<file path="config.mk">
export PLATFORM = sky130hd
export DESIGN_NAME = mips_lite_top
export DESIGN_NICKNAME = d
export VERILOG_FILES = /design/src/rtl/mips_lite_pkg.sv /design/src/rtl/execute_stage.sv /design/src/rtl/instr_decode.sv /design/src/rtl/mips_lite_top.sv /design/src/rtl/register_file.sv /design/src/rtl/write_back.sv
export SDC_FILE = /design/constraint.sdc
export NUM_CORES = 2
export LEC_CHECK = 0
export ABC_AREA = 0
export BUFFER_PORTS_ARGS = -buffer_cell sky130_fd_sc_hd__buf_2
export CAP_MARGIN = 40
export CORE_MARGIN = 5
export CORE_UTILIZATION = 35
export CTS_CLUSTER_SIZE = 20
export DETAILED_ROUTE_END_ITERATION = 12
export PLACE_DENSITY = 0.45
export SYNTH_ARGS = -nofsm -noshare
export SYNTH_HDL_FRONTEND = slang
export SYNTH_HIERARCHICAL = 1
export SYNTH_SLANG_ARGS = --single-unit
</file>
<file path="constraint.sdc">
create_clock -name i_clock -period 6.1 [get_ports i_clock]
set_input_delay 1.22 -clock i_clock [delete_from_list [all_inputs] [get_ports i_clock]]
set_output_delay 1.22 -clock i_clock [all_outputs]
set_load 0.05 [all_outputs]
</file>
<file path="src/rtl/mips_lite_pkg.sv">
package mips_lite_pkg;

   // Datapath widths
   localparam int NB_REG      = 32;
   localparam int NB_INSTR    = 32;
   localparam int NB_REG_ADDR = 5;
   localparam int NB_IMM      = 16;
   localparam int NB_SHAMT    = 5;
   localparam int NB_OPCODE   = 6;
   localparam int NB_FUNCT    = 6;
   localparam int NB_ALU_OP   = 4;
   localparam int N_REGS      = 32;

   // Top bit of each instruction field
   localparam int MSB_OPCODE  = 31;
   localparam int MSB_RS      = 25;
   localparam int MSB_RT      = 20;
   localparam int MSB_RD      = 15;
   localparam int MSB_SHAMT   = 10;

   // Major opcodes, standard MIPS encoding
   typedef enum logic [NB_OPCODE-1:0] {
      OP_RTYPE = 6'h00,
      OP_ADDI  = 6'h08,
      OP_SLTI  = 6'h0a,
      OP_ANDI  = 6'h0c,
      OP_ORI   = 6'h0d,
      OP_XORI  = 6'h0e,
      OP_LUI   = 6'h0f
   } opcode_e;

   // R-type function field
   typedef enum logic [NB_FUNCT-1:0] {
      F_SLL = 6'h00,
      F_SRL = 6'h02,
      F_ADD = 6'h20,
      F_SUB = 6'h22,
      F_AND = 6'h24,
      F_OR  = 6'h25,
      F_XOR = 6'h26,
      F_NOR = 6'h27,
      F_SLT = 6'h2a
   } funct_e;

   typedef enum logic [NB_ALU_OP-1:0] {
      ALU_ADD = 4'd0,
      ALU_SUB = 4'd1,
      ALU_AND = 4'd2,
      ALU_OR  = 4'd3,
      ALU_XOR = 4'd4,
      ALU_NOR = 4'd5,
      ALU_SLT = 4'd6,
      ALU_SLL = 4'd7,
      ALU_SRL = 4'd8,
      // Passes operand B, immediate already in the upper half
      ALU_LUI = 4'd9
   } alu_op_e;

endpackage

</file>
<file path="src/rtl/execute_stage.sv">
`timescale 1ns/1ps

module execute_stage (
   input  logic                                  i_clock,
   input  logic                                  i_reset,
   input  logic                                  i_valid,
   input  logic                                  i_we,
   input  logic [mips_lite_pkg::NB_REG_ADDR-1:0] i_rs,
   input  logic [mips_lite_pkg::NB_REG_ADDR-1:0] i_rt,
   input  logic [mips_lite_pkg::NB_REG_ADDR-1:0] i_rd,
   input  mips_lite_pkg::alu_op_e                i_alu_op,
   input  logic [mips_lite_pkg::NB_REG-1:0]      i_imm,
   input  logic                                  i_use_imm,
   input  logic [mips_lite_pkg::NB_SHAMT-1:0]    i_shamt,
   input  logic [mips_lite_pkg::NB_REG-1:0]      i_rs_data,
   input  logic [mips_lite_pkg::NB_REG-1:0]      i_rt_data,
   input  logic                                  i_wb_we,
   input  logic [mips_lite_pkg::NB_REG_ADDR-1:0] i_wb_addr,
   input  logic [mips_lite_pkg::NB_REG-1:0]      i_wb_data,
   output logic [mips_lite_pkg::NB_REG_ADDR-1:0] o_rs_addr,
   output logic [mips_lite_pkg::NB_REG_ADDR-1:0] o_rt_addr,
   output logic                                  o_valid,
   output logic                                  o_we,
   output logic [mips_lite_pkg::NB_REG_ADDR-1:0] o_rd,
   output logic [mips_lite_pkg::NB_REG-1:0]      o_result
);

   logic                             ex_write;
   logic                             ex_hit_rs;
   logic                             ex_hit_rt;
   logic                             wb_hit_rs;
   logic                             wb_hit_rt;
   logic [mips_lite_pkg::NB_REG-1:0] rs_value;
   logic [mips_lite_pkg::NB_REG-1:0] rt_value;
   logic [mips_lite_pkg::NB_REG-1:0] operand_a;
   logic [mips_lite_pkg::NB_REG-1:0] operand_b;
   logic [mips_lite_pkg::NB_REG-1:0] alu_result;

   // Register file read addresses come straight from decode
   assign o_rs_addr = i_rs;
   assign o_rt_addr = i_rt;

   // Forwarding, own result register first, then write-back
   assign ex_write  = o_valid && o_we;
   assign ex_hit_rs = ex_write && (o_rd == i_rs) && (i_rs != '0);
   assign ex_hit_rt = ex_write && (o_rd == i_rt) && (i_rt != '0);
   assign wb_hit_rs = i_wb_we && (i_wb_addr == i_rs) && (i_rs != '0);
   assign wb_hit_rt = i_wb_we && (i_wb_addr == i_rt) && (i_rt != '0);

   always_comb begin
      if (ex_hit_rs) begin
         rs_value = o_result;
      end else if (wb_hit_rs) begin
         rs_value = i_wb_data;
      end else begin
         rs_value = i_rs_data;
      end
      if (ex_hit_rt) begin
         rt_value = o_result;
      end else if (wb_hit_rt) begin
         rt_value = i_wb_data;
      end else begin
         rt_value = i_rt_data;
      end
   end

   assign operand_a = rs_value;
   assign operand_b = i_use_imm ? i_imm : rt_value;

   always_comb begin
      case (i_alu_op)
         mips_lite_pkg::ALU_ADD: alu_result = operand_a + operand_b;
         mips_lite_pkg::ALU_SUB: alu_result = operand_a - operand_b;
         mips_lite_pkg::ALU_AND: alu_result = operand_a & operand_b;
         mips_lite_pkg::ALU_OR:  alu_result = operand_a | operand_b;
         mips_lite_pkg::ALU_XOR: alu_result = operand_a ^ operand_b;
         mips_lite_pkg::ALU_NOR: alu_result = ~(operand_a | operand_b);
         mips_lite_pkg::ALU_SLT: begin
            alu_result = {{(mips_lite_pkg::NB_REG-1){1'b0}},
                          ($signed(operand_a) < $signed(operand_b))};
         end
         // Shifts act on rt
         mips_lite_pkg::ALU_SLL: alu_result = operand_b << i_shamt;
         mips_lite_pkg::ALU_SRL: alu_result = operand_b >> i_shamt;
         mips_lite_pkg::ALU_LUI: alu_result = operand_b;
         default:                alu_result = '0;
      endcase
   end

   always_ff @(posedge i_clock) begin
      if (i_reset) begin
         o_valid <= 1'b0;
         o_we    <= 1'b0;
      end else begin
         o_valid <= i_valid;
         o_we    <= i_valid && i_we;
      end
   end

   always_ff @(posedge i_clock) begin
      o_rd     <= i_rd;
      o_result <= alu_result;
   end

endmodule

</file>
<file path="src/rtl/instr_decode.sv">
`timescale 1ns/1ps

module instr_decode (
   input  logic                                  i_clock,
   input  logic                                  i_reset,
   input  logic                                  i_instr_valid,
   input  logic [mips_lite_pkg::NB_INSTR-1:0]    i_instr,
   output logic                                  o_valid,
   output logic                                  o_we,
   output logic [mips_lite_pkg::NB_REG_ADDR-1:0] o_rs,
   output logic [mips_lite_pkg::NB_REG_ADDR-1:0] o_rt,
   output logic [mips_lite_pkg::NB_REG_ADDR-1:0] o_rd,
   output mips_lite_pkg::alu_op_e                o_alu_op,
   output logic [mips_lite_pkg::NB_REG-1:0]      o_imm,
   output logic                                  o_use_imm,
   output logic [mips_lite_pkg::NB_SHAMT-1:0]    o_shamt
);

   mips_lite_pkg::opcode_e                opcode;
   mips_lite_pkg::funct_e                 funct;
   logic [mips_lite_pkg::NB_IMM-1:0]      imm_field;
   logic [mips_lite_pkg::NB_REG_ADDR-1:0] rs_field;
   logic [mips_lite_pkg::NB_REG_ADDR-1:0] rt_field;
   logic [mips_lite_pkg::NB_REG_ADDR-1:0] rd_field;
   logic [mips_lite_pkg::NB_REG_ADDR-1:0] dest;
   mips_lite_pkg::alu_op_e                alu_op;
   logic [mips_lite_pkg::NB_REG-1:0]      imm_ext;
   logic                                  use_imm;
   logic                                  supported;

   assign opcode    = mips_lite_pkg::opcode_e'(i_instr[mips_lite_pkg::MSB_OPCODE -:
                                                        mips_lite_pkg::NB_OPCODE]);
   assign funct     = mips_lite_pkg::funct_e'(i_instr[mips_lite_pkg::NB_FUNCT-1:0]);
   assign imm_field = i_instr[mips_lite_pkg::NB_IMM-1:0];
   assign rs_field  = i_instr[mips_lite_pkg::MSB_RS -: mips_lite_pkg::NB_REG_ADDR];
   assign rt_field  = i_instr[mips_lite_pkg::MSB_RT -: mips_lite_pkg::NB_REG_ADDR];
   assign rd_field  = i_instr[mips_lite_pkg::MSB_RD -: mips_lite_pkg::NB_REG_ADDR];

   always_comb begin
      alu_op    = mips_lite_pkg::ALU_ADD;
      imm_ext   = {{(mips_lite_pkg::NB_REG-mips_lite_pkg::NB_IMM){imm_field[15]}}, imm_field};
      use_imm   = 1'b1;
      dest      = rt_field;
      supported = 1'b1;
      case (opcode)
         mips_lite_pkg::OP_RTYPE: begin
            use_imm = 1'b0;
            dest    = rd_field;
            case (funct)
               mips_lite_pkg::F_SLL: alu_op = mips_lite_pkg::ALU_SLL;
               mips_lite_pkg::F_SRL: alu_op = mips_lite_pkg::ALU_SRL;
               mips_lite_pkg::F_ADD: alu_op = mips_lite_pkg::ALU_ADD;
               mips_lite_pkg::F_SUB: alu_op = mips_lite_pkg::ALU_SUB;
               mips_lite_pkg::F_AND: alu_op = mips_lite_pkg::ALU_AND;
               mips_lite_pkg::F_OR:  alu_op = mips_lite_pkg::ALU_OR;
               mips_lite_pkg::F_XOR: alu_op = mips_lite_pkg::ALU_XOR;
               mips_lite_pkg::F_NOR: alu_op = mips_lite_pkg::ALU_NOR;
               mips_lite_pkg::F_SLT: alu_op = mips_lite_pkg::ALU_SLT;
               default:              supported = 1'b0;
            endcase
         end
         mips_lite_pkg::OP_ADDI: alu_op = mips_lite_pkg::ALU_ADD;
         mips_lite_pkg::OP_SLTI: alu_op = mips_lite_pkg::ALU_SLT;
         mips_lite_pkg::OP_ANDI: begin
            alu_op  = mips_lite_pkg::ALU_AND;
            imm_ext = {{(mips_lite_pkg::NB_REG-mips_lite_pkg::NB_IMM){1'b0}}, imm_field};
         end
         mips_lite_pkg::OP_ORI: begin
            alu_op  = mips_lite_pkg::ALU_OR;
            imm_ext = {{(mips_lite_pkg::NB_REG-mips_lite_pkg::NB_IMM){1'b0}}, imm_field};
         end
         mips_lite_pkg::OP_XORI: begin
            alu_op  = mips_lite_pkg::ALU_XOR;
            imm_ext = {{(mips_lite_pkg::NB_REG-mips_lite_pkg::NB_IMM){1'b0}}, imm_field};
         end
         mips_lite_pkg::OP_LUI: begin
            alu_op  = mips_lite_pkg::ALU_LUI;
            imm_ext = {imm_field, {(mips_lite_pkg::NB_REG-mips_lite_pkg::NB_IMM){1'b0}}};
         end
         default: supported = 1'b0;
      endcase
   end

   // Invalid or unsupported slots travel on as bubbles
   always_ff @(posedge i_clock) begin
      if (i_reset) begin
         o_valid <= 1'b0;
         o_we    <= 1'b0;
      end else begin
         o_valid <= i_instr_valid;
         o_we    <= i_instr_valid && supported && (dest != '0);
      end
   end

   always_ff @(posedge i_clock) begin
      o_rs      <= rs_field;
      o_rt      <= rt_field;
      o_rd      <= dest;
      o_alu_op  <= alu_op;
      o_imm     <= imm_ext;
      o_use_imm <= use_imm;
      o_shamt   <= i_instr[mips_lite_pkg::MSB_SHAMT -: mips_lite_pkg::NB_SHAMT];
   end

endmodule

</file>
<file path="src/rtl/mips_lite_top.sv">
`timescale 1ns/1ps

module mips_lite_top (
   input  logic                                  i_clock,
   input  logic                                  i_reset,
   input  logic                                  i_instr_valid,
   input  logic [mips_lite_pkg::NB_INSTR-1:0]    i_instr,
   output logic                                  o_wb_valid,
   output logic [mips_lite_pkg::NB_REG_ADDR-1:0] o_wb_addr,
   output logic [mips_lite_pkg::NB_REG-1:0]      o_wb_data
);

   // Decode to execute
   logic                                  dec_valid;
   logic                                  dec_we;
   logic [mips_lite_pkg::NB_REG_ADDR-1:0] dec_rs;
   logic [mips_lite_pkg::NB_REG_ADDR-1:0] dec_rt;
   logic [mips_lite_pkg::NB_REG_ADDR-1:0] dec_rd;
   mips_lite_pkg::alu_op_e                dec_alu_op;
   logic [mips_lite_pkg::NB_REG-1:0]      dec_imm;
   logic                                  dec_use_imm;
   logic [mips_lite_pkg::NB_SHAMT-1:0]    dec_shamt;

   // Register file read side
   logic [mips_lite_pkg::NB_REG_ADDR-1:0] rf_rs_addr;
   logic [mips_lite_pkg::NB_REG_ADDR-1:0] rf_rt_addr;
   logic [mips_lite_pkg::NB_REG-1:0]      rf_rs_data;
   logic [mips_lite_pkg::NB_REG-1:0]      rf_rt_data;

   // Execute to write-back
   logic                                  ex_valid;
   logic                                  ex_we;
   logic [mips_lite_pkg::NB_REG_ADDR-1:0] ex_rd;
   logic [mips_lite_pkg::NB_REG-1:0]      ex_result;

   instr_decode u_instr_decode (
      .i_clock       (i_clock),
      .i_reset       (i_reset),
      .i_instr_valid (i_instr_valid),
      .i_instr       (i_instr),
      .o_valid       (dec_valid),
      .o_we          (dec_we),
      .o_rs          (dec_rs),
      .o_rt          (dec_rt),
      .o_rd          (dec_rd),
      .o_alu_op      (dec_alu_op),
      .o_imm         (dec_imm),
      .o_use_imm     (dec_use_imm),
      .o_shamt       (dec_shamt)
   );

   register_file u_register_file (
      .i_clock   (i_clock),
      .i_reset   (i_reset),
      .i_rs_addr (rf_rs_addr),
      .i_rt_addr (rf_rt_addr),
      .i_we      (o_wb_valid),
      .i_wr_addr (o_wb_addr),
      .i_wr_data (o_wb_data),
      .o_rs_data (rf_rs_data),
      .o_rt_data (rf_rt_data)
   );

   execute_stage u_execute_stage (
      .i_clock   (i_clock),
      .i_reset   (i_reset),
      .i_valid   (dec_valid),
      .i_we      (dec_we),
      .i_rs      (dec_rs),
      .i_rt      (dec_rt),
      .i_rd      (dec_rd),
      .i_alu_op  (dec_alu_op),
      .i_imm     (dec_imm),
      .i_use_imm (dec_use_imm),
      .i_shamt   (dec_shamt),
      .i_rs_data (rf_rs_data),
      .i_rt_data (rf_rt_data),
      .i_wb_we   (o_wb_valid),
      .i_wb_addr (o_wb_addr),
      .i_wb_data (o_wb_data),
      .o_rs_addr (rf_rs_addr),
      .o_rt_addr (rf_rt_addr),
      .o_valid   (ex_valid),
      .o_we      (ex_we),
      .o_rd      (ex_rd),
      .o_result  (ex_result)
   );

   write_back u_write_back (
      .i_clock   (i_clock),
      .i_reset   (i_reset),
      .i_valid   (ex_valid),
      .i_we      (ex_we),
      .i_rd      (ex_rd),
      .i_result  (ex_result),
      .o_wb_we   (o_wb_valid),
      .o_wb_addr (o_wb_addr),
      .o_wb_data (o_wb_data)
   );

endmodule

</file>
<file path="src/rtl/register_file.sv">
`timescale 1ns/1ps

module register_file (
   input  logic                                  i_clock,
   input  logic                                  i_reset,
   input  logic [mips_lite_pkg::NB_REG_ADDR-1:0] i_rs_addr,
   input  logic [mips_lite_pkg::NB_REG_ADDR-1:0] i_rt_addr,
   input  logic                                  i_we,
   input  logic [mips_lite_pkg::NB_REG_ADDR-1:0] i_wr_addr,
   input  logic [mips_lite_pkg::NB_REG-1:0]      i_wr_data,
   output logic [mips_lite_pkg::NB_REG-1:0]      o_rs_data,
   output logic [mips_lite_pkg::NB_REG-1:0]      o_rt_data
);

   logic [mips_lite_pkg::NB_REG-1:0] regs [0:mips_lite_pkg::N_REGS-1];

   always_ff @(posedge i_clock) begin
      if (i_reset) begin
         for (int i = 0; i < mips_lite_pkg::N_REGS; i++) begin
            regs[i] <= '0;
         end
      end else if (i_we && (i_wr_addr != '0)) begin
         regs[i_wr_addr] <= i_wr_data;
      end
   end

   // Register 0 is hardwired to zero
   assign o_rs_data = (i_rs_addr == '0) ? '0 : regs[i_rs_addr];
   assign o_rt_data = (i_rt_addr == '0) ? '0 : regs[i_rt_addr];

endmodule

</file>
<file path="src/rtl/write_back.sv">
`timescale 1ns/1ps

module write_back (
   input  logic                                  i_clock,
   input  logic                                  i_reset,
   input  logic                                  i_valid,
   input  logic                                  i_we,
   input  logic [mips_lite_pkg::NB_REG_ADDR-1:0] i_rd,
   input  logic [mips_lite_pkg::NB_REG-1:0]      i_result,
   output logic                                  o_wb_we,
   output logic [mips_lite_pkg::NB_REG_ADDR-1:0] o_wb_addr,
   output logic [mips_lite_pkg::NB_REG-1:0]      o_wb_data
);

   // Only a valid slot that writes raises the enable
   always_ff @(posedge i_clock) begin
      if (i_reset) begin
         o_wb_we <= 1'b0;
      end else begin
         o_wb_we <= i_valid && i_we;
      end
   end

   always_ff @(posedge i_clock) begin
      o_wb_addr <= i_rd;
      o_wb_data <= i_result;
   end

endmodule

</file>
# Yosys cells after proc, flatten, opt, wreduce, memory -nomap -nowiden
# Memories as Yosys holds them, arrays and structs flattened. A register that Yosys moved wholly into a read port is not among the register bits.
# Cells that the tools add are included.
# word_totals
out_inout_bits,38
word_cells,102
mem_bits_rw,1024
n_memories,1
ff_bits,136
inputBits,35
# memory_table
name,depth,width,read_ports,rd_clocked_by_memory_dff,wr,line_no,text
u_register_file.regs,32,32,2,2,32,register_file.sv:15,logic [mips_lite_pkg::NB_REG-1:0] regs [0:mips_lite_pkg::N_REGS-1];
# classes
reduce_logical,26
shift,2
bitwise,4
order_cmp,1
n_eq_ne,27
mux,23
n_addsub,2
# ops
op,n
32-bit case mux with 10 select lines,1
32-bit 2-to-1 mux,8
32-bit case mux with 2 select lines,1
6-bit equality test (second input constant),7
6-bit by 4-bit equality test with 1-bit output (second input constant),6
32-bit adder,1
32-bit AND,1
32-bit less-than comparator,1
32-bit NOT,1
32-bit bitwise OR,1
4-bit case mux with 8 select lines,1
32-bit OR reduction,1
32-bit by 5-bit << shifter with 32-bit output,1
32-bit by 5-bit right shift with 32-bit output,1
32-bit subtractor,1
32-bit bitwise XOR,1
4-bit case mux with 6 select lines,1
5-bit equality test,4
5-bit nonzero test,4
4-bit by 3-bit equality test with 1-bit output (second input constant),4
1-bit logical AND,13
6-bit logical NOT,2
5-bit logical NOT,2
5-bit 2-to-1 mux,2
10 further kinds,19

# Logic depth before layout (Yosys ltp)
# depth
word_depth,9
mapped_depth,25
mapped_depth_nobuf,19

# Cells and area by module
# Netlist, hierarchy kept.
# modules_own_cells
mod,cells_each,area_each_um2,n_inst,seq_area_each_um2
register_file,3502,54253.3,1,30749.5
execute_stage,1756,11828.8,1,780.7
instr_decode,148,1760.4,1,1181.1
write_back,39,769.5,1,760.7

# Worst setup path after synthesis
# No wires, ideal clock.
# synth_path
path_type,register to register
start,reg u_instr_decode/o_rt[2] in the netlist's numbering
end,reg u_execute_stage/o_result[22] in the netlist's numbering
t_required_ps,5978
stages_incl_launch_ff,24
path_slack_ps,676
period_less_slack_ps,5424
setup_ps,122
n_path_buf,4
t_arrival_ps,5302
path_cell_list,dfxtp_1 -> buf_4 -> buf_2 -> buf_2 -> clkbuf_1 -> mux4_2 -> a22o_1 -> a2111oi_0 -> nor3_1 -> o21ai_0 -> a311oi_2 -> a21oi_1 -> inv_1 -> ha_1 -> nor2_1 -> a211oi_1 -> o211ai_1 -> a311o_1 -> a211o_1 -> a21oi_1 -> o31ai_1 -> a221o_1 -> a221oi_1 -> nand2_1
# synth_via
elab_cells_between_ends,21
classes_between,2 x add/sub; 2 x eq/ne; 2 x shift; 5 x mux; 4 x bitwise; 6 x reduce/logical
# synth_lines
item,line_no,text
"start, declared",instr_decode.sv:11,"output logic [mips_lite_pkg::NB_REG_ADDR-1:0] o_rt,"
"start signal, assigned",instr_decode.sv:97,o_rt <= rt_field;
5-bit logical NOT *,register_file.sv:29,assign o_rt_data = (i_rt_addr == '0) ? '0 : regs[i_rt_addr];
32-bit 2-to-1 mux *,register_file.sv:29,
net rf_rt_data (one bit),mips_lite_top.sv:28,logic [mips_lite_pkg::NB_REG-1:0] rf_rt_data;
32-bit 2-to-1 mux *,execute_stage.sv:60,end else if (wb_hit_rt) begin
32-bit 2-to-1 mux *,execute_stage.sv:58,if (ex_hit_rt) begin
32-bit 2-to-1 mux *,execute_stage.sv:68,assign operand_b = i_use_imm ? i_imm : rt_value;
32-bit subtractor (tied with other cells),execute_stage.sv:73,mips_lite_pkg::ALU_SUB: alu_result = operand_a - operand_b;
32-bit case mux with 10 select lines *,execute_stage.sv:71,case (i_alu_op)
net u_execute_stage.alu_result (one bit),execute_stage.sv:37,logic [mips_lite_pkg::NB_REG-1:0] alu_result;
"end signal, assigned",execute_stage.sv:102,o_result <= alu_result;
"end, declared",execute_stage.sv:25,output logic [mips_lite_pkg::NB_REG-1:0] o_result
# Mark *: on every way through the listed nets, which the timed path passes. The rest lies on a longest branch.
# A chain may end at the register's enable or synchronous reset.

# Final worst setup path
# layout_path
start,reg u_instr_decode/o_rt[1] in the netlist's numbering
end,reg u_execute_stage/o_result[15] in the netlist's numbering
# Same word-level chain as after synthesis.

==> impl_metrics.tcl <==
set metrics [dict create \
    grt_pass1_vias 51400 \
    fin_area_mm2 0.0815 \
    r2r_start "u_instr_decode/o_rt[1]$_DFF_P_" \
    grt_max_degree 51 \
    yosysUniqueCellTypes 98 \
    root_buffer "clkbuf_16" \
    ir_drop_v 0.000302 \
    grt_overflow 0 \
    drc 0 \
    timing.fmax_mhz 165 \
    htree_levels 4 \
    powerDensity_mw_per_mm2 285 \
    r2r-end "u_execute_stage/o_result[15]$_DFF_P_" \
    syn_area_mm2 0.0686 \
    power_leakage_nw 30.3 \
    finalWeightedCongestion 0.968 \
    synth_edf_count 1024 \
    r2r_cells 22 \
    cp-end-kind "flop" \
    die_w_um 453 \
    dieArea_mm2 0.205 \
    hold_violations 0 \
    tightest_slew_ns 0.937 \
    grt_pass1_wl_mm 421 \
    nNetsFinal 5981 \
    routed_wl_mm 305 \
    hold_slack_ns 0.327 \
    dpl_cell_area_mm2 0.0762 \
    cts.clk_slew.worst_paths_ns 0.06 \
    hold_buffers 0 \
    crit_type "reg2reg" \
    vias 52400 \
    cts_tree "built" \
    start_kind "flop" \
    cts_sinks 1160 \
    drtIter0Drc 6876 \
    drt-pass1-iter-count 6 \
    synth_area_leader_cell "edfxtp_1" \
    final.setup.tns_ns 0 \
    crit_required_ns 6.76 \
    setup_ws_ns 0.0296 \
    clk_latency_ns 0.81 \
    netlist_instances 5445 \
    arrival_ns 6.73 \
    initial_core_util_pct 35.2 \
    crit_start "u_instr_decode/o_rt[1]$_DFF_P_" \
    fin_crit_ns 6.07 \
    hold_start "u_instr_decode/o_rd[1]$_DFF_P_" \
    grt_antenna_before_repair 44 \
    ant_nets 0 \
    portBuffers 72 \
    grt_usage_pct 29.1 \
    status "finished clean" \
    die_h_um 453 \
    hold_end "u_execute_stage/o_rd[1]$_DFF_P_" \
    cts_made_buffers 140 \
    pre_cts_ws_ns -0.442 \
    io_pins 73 \
    ctsLongestPathBuffers 3 \
    drv_cap 0 \
    syn_avg_cell_area_um2 12.6 \
    syn2layout_area_growth_pct 18.7 \
    report.final.slew_viol_count 0 \
    maxSlewHeadroom_pct 37.4 \
    synth-seq-cells 1160 \
    synth-seq-area-share_pct 48.8 \
    fp-row-count 162 \
    hold_depth 0 \
    min_path_type "reg2reg" \
    setup_viol 0 \
    reg2reg_slack_ns 0.03 \
    worst_clock_skew_ns 0.0372 \
    post_drt_wl_per_cell_um 35.5 \
    dp_hpwl_mm 211 \
    nFillCells 18200 \
    synth-async-reset-ratio_pct 0 \
    ys.flop_type "edfxtp_1" \
    critPathMaxFanout 9 \
    core_area_mm2 0.195 \
    synth_top_area_share_pct 44.8 \
    post-route-util_pct 41.8 \
    via_per_inst 6.09 \
    min_period_over_period_pct 99.5 \
    drive_gt1_share_pct 28.3 \
    synth.area.top_cells "edfxtp_1 (45%), mux4_2 (16%), and2_1 (9.1%)" \
    yosysWarnings 6 \
]
[layer usage]
layer  part of all wire, %  track usage, %
met1                    44            42.5
met5                 0.013               0
met2                    44            43.8
met4                   3.5            9.17
met3                   8.4            5.30
[worst max-delay path, stage by stage, from the launching register on]
cell,delay (ns)
dfxtp_4,0.39
or3_2,0.62
buf_4,0.24
o22ai_1,0.23
a2111oi_2,0.11
buf_4,0.16
nor3_1,0.47
o21ai_0,0.22
a311oi_1,0.47
a21o_1,0.21
buf_4,0.16
inv_1,0.05
ha_1,0.24
or3_1,0.32
nor3_1,0.21
a211oi_2,0.14
a21o_1,0.29
a21o_1,0.21
a21oi_1,0.23
nor2_1,0.09
a211oi_1,0.22
o221ai_1,0.25
a221o_1,0.36
[layout by cell type (no fill, tap or decap), types with 81 or more instances in the layout]
cell and instances:
edfxtp_1 1024, and2_1 1001, buf_4 620, mux4_2 496, nand2_1 222, mux2i_1 212
o21ai_0 161, clkbuf_16 151, nor2_1 138, o22ai_1 132, dfxtp_1 122, a21oi_1 116
ha_1 97, inv_1 95, nor3_1 84, nand3_1 81
[registers in the layout (all words and copies together) (netlist names)]
signal	count
u_write_back/o_wb_addr	5
u_instr_decode/o_imm	32
u_execute_stage/o_result	32
u_execute_stage/o_valid	1
u_write_back/o_wb_we	1
u_register_file/regs	1024
u_write_back/o_wb_data	32
u_execute_stage/o_we	1
u_instr_decode/o_rd	5
u_instr_decode/o_alu_op	4
u_instr_decode/o_shamt	5
u_instr_decode/o_rs	5
u_execute_stage/o_rd	5
u_instr_decode/o_we	1
u_instr_decode/o_use_imm	1
u_instr_decode/o_rt	5
u_instr_decode/o_valid	1
[per-stage QoR]
stage / power [W] / instances
after global routing: 0.0239 / 8588
after detailed placement: 0.0148 / 8308
after floorplan: 0.0121 / 5476
after global placement: 0.0148 / 8282
after CTS: 0.0233 / 8562
final: 0.0232 / 8598
[area by class of cell]
cell class / count / area (um^2) / area share, %
flip-flops and latches: 1160 / 33500 / 41.1
multi-input cells: 3667 / 33100 / 40.6
repair buffers: 777 / 6610 / 8.11
clock buffers: 182 / 3930 / 4.82
well taps: 2624 / 3280 / 4.03
clock inverters: 71 / 633 / 0.777
inverters: 101 / 379 / 0.465
diodes: 16 / 40.0 / 0.0492
[power breakdown]
part / total (W) / leakage [nW] / switching, W / internal, W
Combinational: 0.00525 / 16.4 / 0.00345 / 0.00180
Clock: 0.00847 / 2.24 / 0.00351 / 0.00495
Sequential: 0.00950 / 11.7 / 0.000452 / 0.00905
Total: 0.0232 / 30.3 / 0.00742 / 0.0158
[cell usage after synthesis (all sizes together), types with 26 or more instances]
master / n
o211ai: 29
nand3: 81
or2: 34
nor3: 96
inv: 98
a21o: 43
o21ai: 169
mux2: 37
a211oi: 33
a22o: 56
and2: 1003
o22ai: 133
nor4: 49
a31oi: 26
mux4: 496
clkbuf: 395
nand2: 223
a2111oi: 63
a221oi: 48
dfxtp: 136
mux2i: 212
nor2b: 38
a21oi: 119
ha: 97
nor2: 172
edfxtp: 1024
buf: 153
o221ai: 29
a22oi: 34
[kinds of logic (layout without fill, tap and decap cells)]
group / after synthesis / count (layout) / share of synthesized area (%)
compound gates: 964 / 964 / 10.1
mux: 745 / 745 / 20.0
fa+ha+maj: 99 / 99 / 1.83
other cells: 1 / 48 / 0.00547
flops: 1160 / 1160 / 48.8
simple gates: 1801 / 1801 / 14.8
xor+xnor: 26 / 26 / 0.332
buf+inv: 649 / 1131 / 4.16
[worst max-delay path by stage]
stage / endpoint / slack (ns) / depth (start not counted)
after CTS: u_execute_stage/o_result[23]$_DFF_P_ / 0.01 / 22
final: u_execute_stage/o_result[15]$_DFF_P_ / 0.03 / 22
after global routing: u_execute_stage/o_result[31]$_DFF_P_ / -0.02 / 23
after detailed placement: u_execute_stage/o_result[30]$_DFF_P_ / -0.44 / 25
after global placement: u_execute_stage/o_result[30]$_DFF_P_ / -0.61 / 22
after floorplan: u_execute_stage/o_result[22]$_DFF_P_ / 0.68 / 23
[timing repair]
item                       4_1_cts  5_1_grt
pin swaps                        0        8
gates cloned                     0        3
setup endpoints to repair       20       18
resized for setup               25       70
buffers inserted                 1       15
Note: power is estimated with default switching activity, not from simulation.
